==> src/design/issue_pkg.sv <==
// Widths and payload types shared by every block of the issue slice
// Tags must be unique among all instructions in flight at the same time
package issue_pkg;

    // ####################
    // Base widths
    // ####################

    // Program counter width
    localparam int pc_width = 32;
    // Threads per warp, one mask bit each
    localparam int warp_width = 32;
    // Architectural register index width
    localparam int reg_idx_width = 6;

    // Distinct result tags in flight
    localparam int num_tags = 8;
    // Tag width follows from the tag count
    localparam int tag_width = $clog2(num_tags);

    // Source operands per instruction
    localparam int operands_per_inst = 2;

    // ####################
    // Payload types
    // ####################

    typedef logic [pc_width-1:0] pc_t;

    // One bit per thread of the warp
    typedef logic [warp_width-1:0] act_mask_t;

    typedef logic [reg_idx_width-1:0] reg_idx_t;

    // Producer and result tag
    typedef logic [tag_width-1:0] tag_t;

endpackage

==> src/design/exec_pipe.sv <==
// Stand-in for a fixed-latency functional unit, never stalls
// Latency must be at least 1, one instruction may enter per cycle
`timescale 1ns/1ps

module exec_pipe #(
    parameter int exec_latency = 3
) (
    input  logic            clk_i,
    input  logic            rst_n_i,
    input  logic            issue_valid_i,
    input  logic            issue_ready_i,
    input  issue_pkg::tag_t issue_tag_i,
    output logic            done_valid_o,
    output issue_pkg::tag_t done_tag_o
);

    logic [exec_latency-1:0]                valid_q;
    issue_pkg::tag_t [exec_latency-1:0]     tag_q;
    logic                                   issue_fire;

    // Snooped dispatch handshake
    assign issue_fire = issue_valid_i && issue_ready_i;

    // ####################
    // Stage chain
    // ####################

    always_ff @(posedge clk_i) begin
        if (!rst_n_i) begin
            valid_q <= '0;
        end else begin
            valid_q[0] <= issue_fire;
            for (int s = 1; s < exec_latency; s++) begin
                valid_q[s] <= valid_q[s-1];
            end
        end
    end

    // Tags move alongside their valid bits
    always_ff @(posedge clk_i) begin
        tag_q[0] <= issue_tag_i;
        for (int s = 1; s < exec_latency; s++) begin
            tag_q[s] <= tag_q[s-1];
        end
    end

    // Last stage is the completion broadcast
    assign done_valid_o = valid_q[exec_latency-1];
    assign done_tag_o   = tag_q[exec_latency-1];

endmodule

==> config.mk <==
export PLATFORM = sky130hd
export DESIGN_NAME = exec_pipe
export DESIGN_NICKNAME = d
export VERILOG_FILES = /design/src/design/issue_pkg.sv /design/src/design/exec_pipe.sv
export SDC_FILE = /design/constraint.sdc
export NUM_CORES = 1
export LEC_CHECK = 0
export ABC_AREA = 1
export BUFFER_PORTS_ARGS = -buffer_cell sky130_fd_sc_hd__buf_2
export CAP_MARGIN = 0
export CORE_AREA = 4 4 41 43
export DETAILED_ROUTE_END_ITERATION = 7
export DIE_AREA = 0 0 45 47
export HOLD_SLACK_MARGIN = 0.12
export SLEW_MARGIN = 20
export SYNTH_ARGS = -nofsm -noshare
export SYNTH_HDL_FRONTEND = slang
export SYNTH_SLANG_ARGS = --single-unit
==> constraint.sdc <==
create_clock -name clk_i -period 0.8 [get_ports clk_i]
set_input_delay 0.08 -clock clk_i [delete_from_list [all_inputs] [get_ports clk_i]]
set_output_delay 0.08 -clock clk_i [all_outputs]
set_load 0.1 [all_outputs]
==> results of run 1 <==
==> per-layer routing <==
layer	GRT usage	up-vias	wire length, um
met5	0	-	0
met3	0.0460	0	52
met4	0.0351	0	0
met1	0.0395	76	135
li1	-	94	-
met2	0.0960	13	203
==> report_power, final <==
part	total [mW]	internal [mW]	switching [mW]	leakage (nW)
Clock	0.333	0.173	0.159	0.0138
Combinational	0.143	0.0644	0.0787	0.116
Sequential	0.638	0.628	0.0106	0.101
==> cell type report <==
| cell class | instances | area, um^2 | share of cell area |
|---|---|---|---|
| Inverter | 3 | 11.3 | 0.0233 |
| Multi-Input combinational cell | 4 | 15.0 | 0.0311 |
| Sequential cell | 12 | 245 | 0.508 |
| Timing Repair Buffer | 16 | 170 | 0.352 |
| Tap cell | 15 | 18.8 | 0.0389 |
| Clock buffer | 3 | 22.5 | 0.0466 |
==> cells in the final DEF (no fill, tap or decap), drive strengths merged <==
| cell type | n |
|---|---|
| dlygate4sd3 | 6 |
| clkbuf | 3 |
| nor2 | 1 |
| inv | 3 |
| buf | 10 |
| dfxtp | 12 |
| nand2 | 3 |
==> cell families after synthesis <==
kind of cell,share of synthesized area
and+or+nand+nor,0.0519
buffers and inverters,0.117
DFF,0.831
==> final timing paths <==
path                 start             to  cells past startpoint
min reg2reg       tag_q[3]  done_tag_o[0]                      0
max          done_tag_o[1]  done_tag_o[1]                      1
max reg2reg     valid_q[1]     valid_q[2]                      2
min               tag_q[3]  done_tag_o[0]                      0
==> through the flow <==
stage,instance area [um^2],utilization,hold slack [ps]
5_1_grt,483,0.371,331
6_report,483,0.371,326
3_5_place_dp,397,0.305,185
3_3_place_gp,397,0.305,185
4_1_cts,483,0.371,327
2_1_floorplan,290,-,108
==> state kept, by name, summed over array words and instances, names as in the netlist <==
| register | flops |
|---|---|
| done_tag_o | 3 |
| tag_q | 6 |
| valid_q | 3 |
==> timing repair <==
| item | CTS | global route |
|---|---|---|
| setup endpoints to repair | 4 | 4 |
| gates resized for setup | 3 | 0 |
| buffers inserted | 0 | 0 |
| hold buffers | 6 | 0 |
| hold endpoints to repair | 6 | 0 |
==> results_dict.tcl, run 1 <==
set metrics [dict create \
    synth.largest_area_cell "dfxtp_1" \
    clockBufferDepth 2 \
    grt_use_total 0.0549 \
    row_count 13 \
    relSlewSlack 0.958 \
    cp_num_buf_inv 1 \
    reg2reg_slack_ps 320 \
    drc_errors 0 \
    final_nets 47 \
    ys_seq_area_frac 0.831 \
    grt_pass1_vias 192 \
    die_w_um 45 \
    syn_to_final_growth_pct 67.1 \
    cts_tree "done" \
    arrival_ps 770 \
    drt-pass1-iter-count 1 \
    cts-buffers-inserted 3 \
    synth_area_leaders "dfxtp_1, buf_4, inv_1" \
    min_path_type "reg -> reg" \
    drv_slew 0 \
    slowest_delay_ps 340 \
    synth_edf_count 0 \
    skew_ps 0.398 \
    die_h_um 47 \
    overflow 0 \
    fill_cells 136 \
    synth_warnings 0 \
    maxCapViolations 0 \
    grt_pass1_wl_um 738 \
    end_kind "primary output" \
    total_power_mw 1.11 \
    vias_per_cell 3.45 \
    drt_wl_total_um 391 \
    grt_max_degree 7 \
    drive_gt1_frac 0.447 \
    syn_nets 29 \
    yosys.cell_types.count 5 \
    powerDensity_nw_per_um2 2310 \
    cts_sinks 12 \
    violations "negative setup slack" \
    antenna_found_initial 0 \
    path_class "reg -> out" \
    yosysMostFrequentCell "dfxtp_1" \
    period_share 1.06 \
    finalHoldViolations 0 \
    pin_count 11 \
    min_period_ps 851 \
    drt-initial-drc-count 0 \
    routabilityCongestion 0.593 \
    ir_worst_vdd_mv 1.12 \
    async_reset_ff_frac 0 \
    fmax_mhz 1180 \
    coreArea_um2 1300 \
    cp_top_family "flip-flops" \
    worst_setup_path_start_kind "register" \
    diodes 0 \
    synthDominantCellAreaShare 0.831 \
    root_buffer "clkbuf_4" \
    dp.cells 44 \
    synth_common_cells "dfxtp_1, buf_4, inv_1, nand2_1, nor2_1" \
    clkLatencyLatePin_ps 260 \
    critPathSlowestCell "dfxtp_2" \
    worstPathRequired_ps 720 \
    p_leak_nw 0.230 \
    postLayoutSetupSlackWorst_ps -50.8 \
    syn_area_per_cell_um2 13.1 \
    status "finished with violations" \
    crit_chain "buf_12" \
    synth-seq-cells 12 \
    synth-main-ff-cell "dfxtp_1" \
    vias 183 \
    setup_tns_ps -183 \
    io_buffers 10 \
    path_clk_slew_ps 60 \
    die_area_um2 2120 \
    dp_slack_ps 193 \
    ant_nets 0 \
    initial_core_util 0.222 \
    syn_area_um2 289 \
    tightestPinTransition_ps 62.6 \
    rsz0062_at_grt "true" \
    synth_cells 22 \
    cts.htree.levels 1 \
    cp_max_fo 1 \
    setup_viol 4 \
    stdcell_count 53 \
    wl_per_cell_um 7.38 \
]
(Power assumes the default switching activity.)
==> inputs of run 2 (changes only) <==
--- a/config.mk
+++ b/config.mk
@@ -8,10 +8,13 @@
 export ABC_AREA = 1
 export BUFFER_PORTS_ARGS = -buffer_cell sky130_fd_sc_hd__buf_2
 export CAP_MARGIN = 0
+export CELL_PAD_IN_SITES_DETAIL_PLACEMENT = 1
+export CELL_PAD_IN_SITES_GLOBAL_PLACEMENT = 1
 export CORE_AREA = 4 4 41 43
 export DETAILED_ROUTE_END_ITERATION = 7
 export DIE_AREA = 0 0 45 47
 export HOLD_SLACK_MARGIN = 0.12
+export PLACE_DENSITY_LB_ADDON = 0.1
 export SLEW_MARGIN = 20
 export SYNTH_ARGS = -nofsm -noshare
 export SYNTH_HDL_FRONTEND = slang
==> run 2 against run 1 <==
Against the previous run:
- the run still ends with negative setup slack left
- register-to-register slack barely moved
- maximum frequency fell by 0.11%
- highest routed layer unchanged
- global-route usage fell by 0.18 points
- worst hold slack improved by 2.2 ps
- clock skew rose by 1.4 ps
- largest cell class unchanged
- routed wire length rose by 6.6%
- critical endpoint is now done_tag_o[0]
==> results_dict.tcl, run 2 (synthesis gave the netlist of run 1 again) <==
set metrics [dict create \
    status "finished with violations" \
    violations "negative setup slack" \
    cts_tree "done" \
    arrival_ps 770 \
    ir_worst_vdd_mv 1.17 \
    slowest_delay_ps 340 \
    cp_num_buf_inv 1 \
    syn_to_final_growth_pct 71.9 \
    drt-pass1-iter-count 1 \
    regMostFlops "tag_q" \
    period_share 1.06 \
    root_buffer "clkbuf_4" \
    final_nets 47 \
    drv_slew 0 \
    wl_per_cell_um 7.72 \
    maxCapViolations 0 \
    utilization 0.382 \
    pin_count 11 \
    diodes 0 \
    antenna_found_initial 0 \
    clockBufferDepth 2 \
    tightestPinTransition_ps 70.4 \
    fmax_mhz 1170 \
    overflow 0 \
    cts.htree.levels 1 \
    die_h_um 47 \
    cts_sinks 12 \
    cp_top_family "flip-flops" \
    post_cts_buffers 0 \
    powerDensity_nw_per_um2 2490 \
    io_buffers 10 \
    setup_viol 4 \
    min_period_ps 852 \
    layout_commonest_cell "dfxtp_1" \
    crit_chain "buf_12" \
    path_clk_slew_ps 70 \
    clkLatencyLatePin_ps 260 \
    ant_nets 0 \
    critPathSlowestCell "dfxtp_2" \
    setup_tns_ps -203 \
    rsz0062_at_grt "true" \
    grt_max_degree 8 \
    path_class "reg -> out" \
    vias_per_cell 3.50 \
    initial_core_util 0.222 \
    reg2reg_slack_ps 320 \
    vias 189 \
    cp_max_fo 1 \
    drive_gt1_frac 0.462 \
    row_count 13 \
    skew_ps 1.77 \
    worst_setup_path_start_kind "register" \
    grt_use_total 0.0532 \
    hpwl_um 301 \
    finalHoldViolations 0 \
    drt-initial-drc-count 0 \
    dp.cells 44 \
    grt_pass1_wl_um 690 \
    relSlewSlack 0.953 \
    postLayoutSetupSlackWorst_ps -51.7 \
    die_area_um2 2120 \
    drc_errors 0 \
    min_path_type "reg -> reg" \
    grt_pass1_vias 173 \
    end_kind "primary output" \
    coreArea_um2 1300 \
    p_leak_nw 0.237 \
    drt_wl_total_um 417 \
    die_w_um 45 \
    largest_register_ffs 6 \
    stdcell_count 54 \
    worstPathRequired_ps 720 \
    final_cell_mix "dfxtp_1, dlygate4sd3_1, buf_2" \
    cts-buffers-inserted 3 \
    routabilityCongestion 0.564 \
]
==> run 2: cell count changes in the layout (fill, tap and decap cells not counted), sizes merged <==
cell,before,now
clkbuf,3,4
==> run 2: final timing paths <==
path	from	endpoint	depth (start not counted)
max	done_tag_o[0]	done_tag_o[0]	1
min	tag_q[1]	tag_q[4]	0
max reg2reg	valid_q[1]	valid_q[2]	2
min reg2reg	tag_q[1]	tag_q[4]	0
==> run 2: metrics by stage <==
| step | power [mW] | worst slack, ps | hold WS [ps] | cell area, um^2 |
|---|---|---|---|---|
| CTS | 1.26 | -70.1 | 332 | 497 |
| finish | 1.24 | -51.7 | 328 | 497 |
| global placement | 0.769 | 199 | 183 | 397 |
| floorplan | 0.725 | 94.2 | 108 | 290 |
| detailed placement | 0.773 | 196 | 184 | 397 |
| global route | 1.30 | -89.4 | 338 | 497 |
==> run 2: power breakdown <==
part	internal [mW]	switching (mW)	leakage (nW)
sequential	0.627	0.0110	0.101
combinational	0.0643	0.0783	0.116
clock	0.276	0.181	0.0210
==> run 2: repair_timing <==
action,CTS,global route
endpoints found under the hold margin,6,0
resized for setup,3,0
hold buffers,6,0
endpoints found under the setup margin,4,4
cloned,0,0
==> run 2: worst reg2reg max path: stages, from the launching register on <==
cell and delay, ps:
dfxtp_1 300, nand2_1 50, inv_1 30
==> run 2: cell type report <==
class | count | area, um^2
Fill cell | 149 | 805
Inverter | 3 | 11.3
Sequential cell | 12 | 245
Clock buffer | 4 | 36.3
Timing Repair Buffer | 16 | 170
Multi-Input combinational cell | 4 | 15.0
Tap cell | 15 | 18.8
==> run 2: layer usage <==
metal / wire length, um / track usage
met1: 144 / 0.0507
met2: 216 / 0.0678
met3: 56 / 0.0345
met4: 0 / 0.0702
met5: 0 / 0
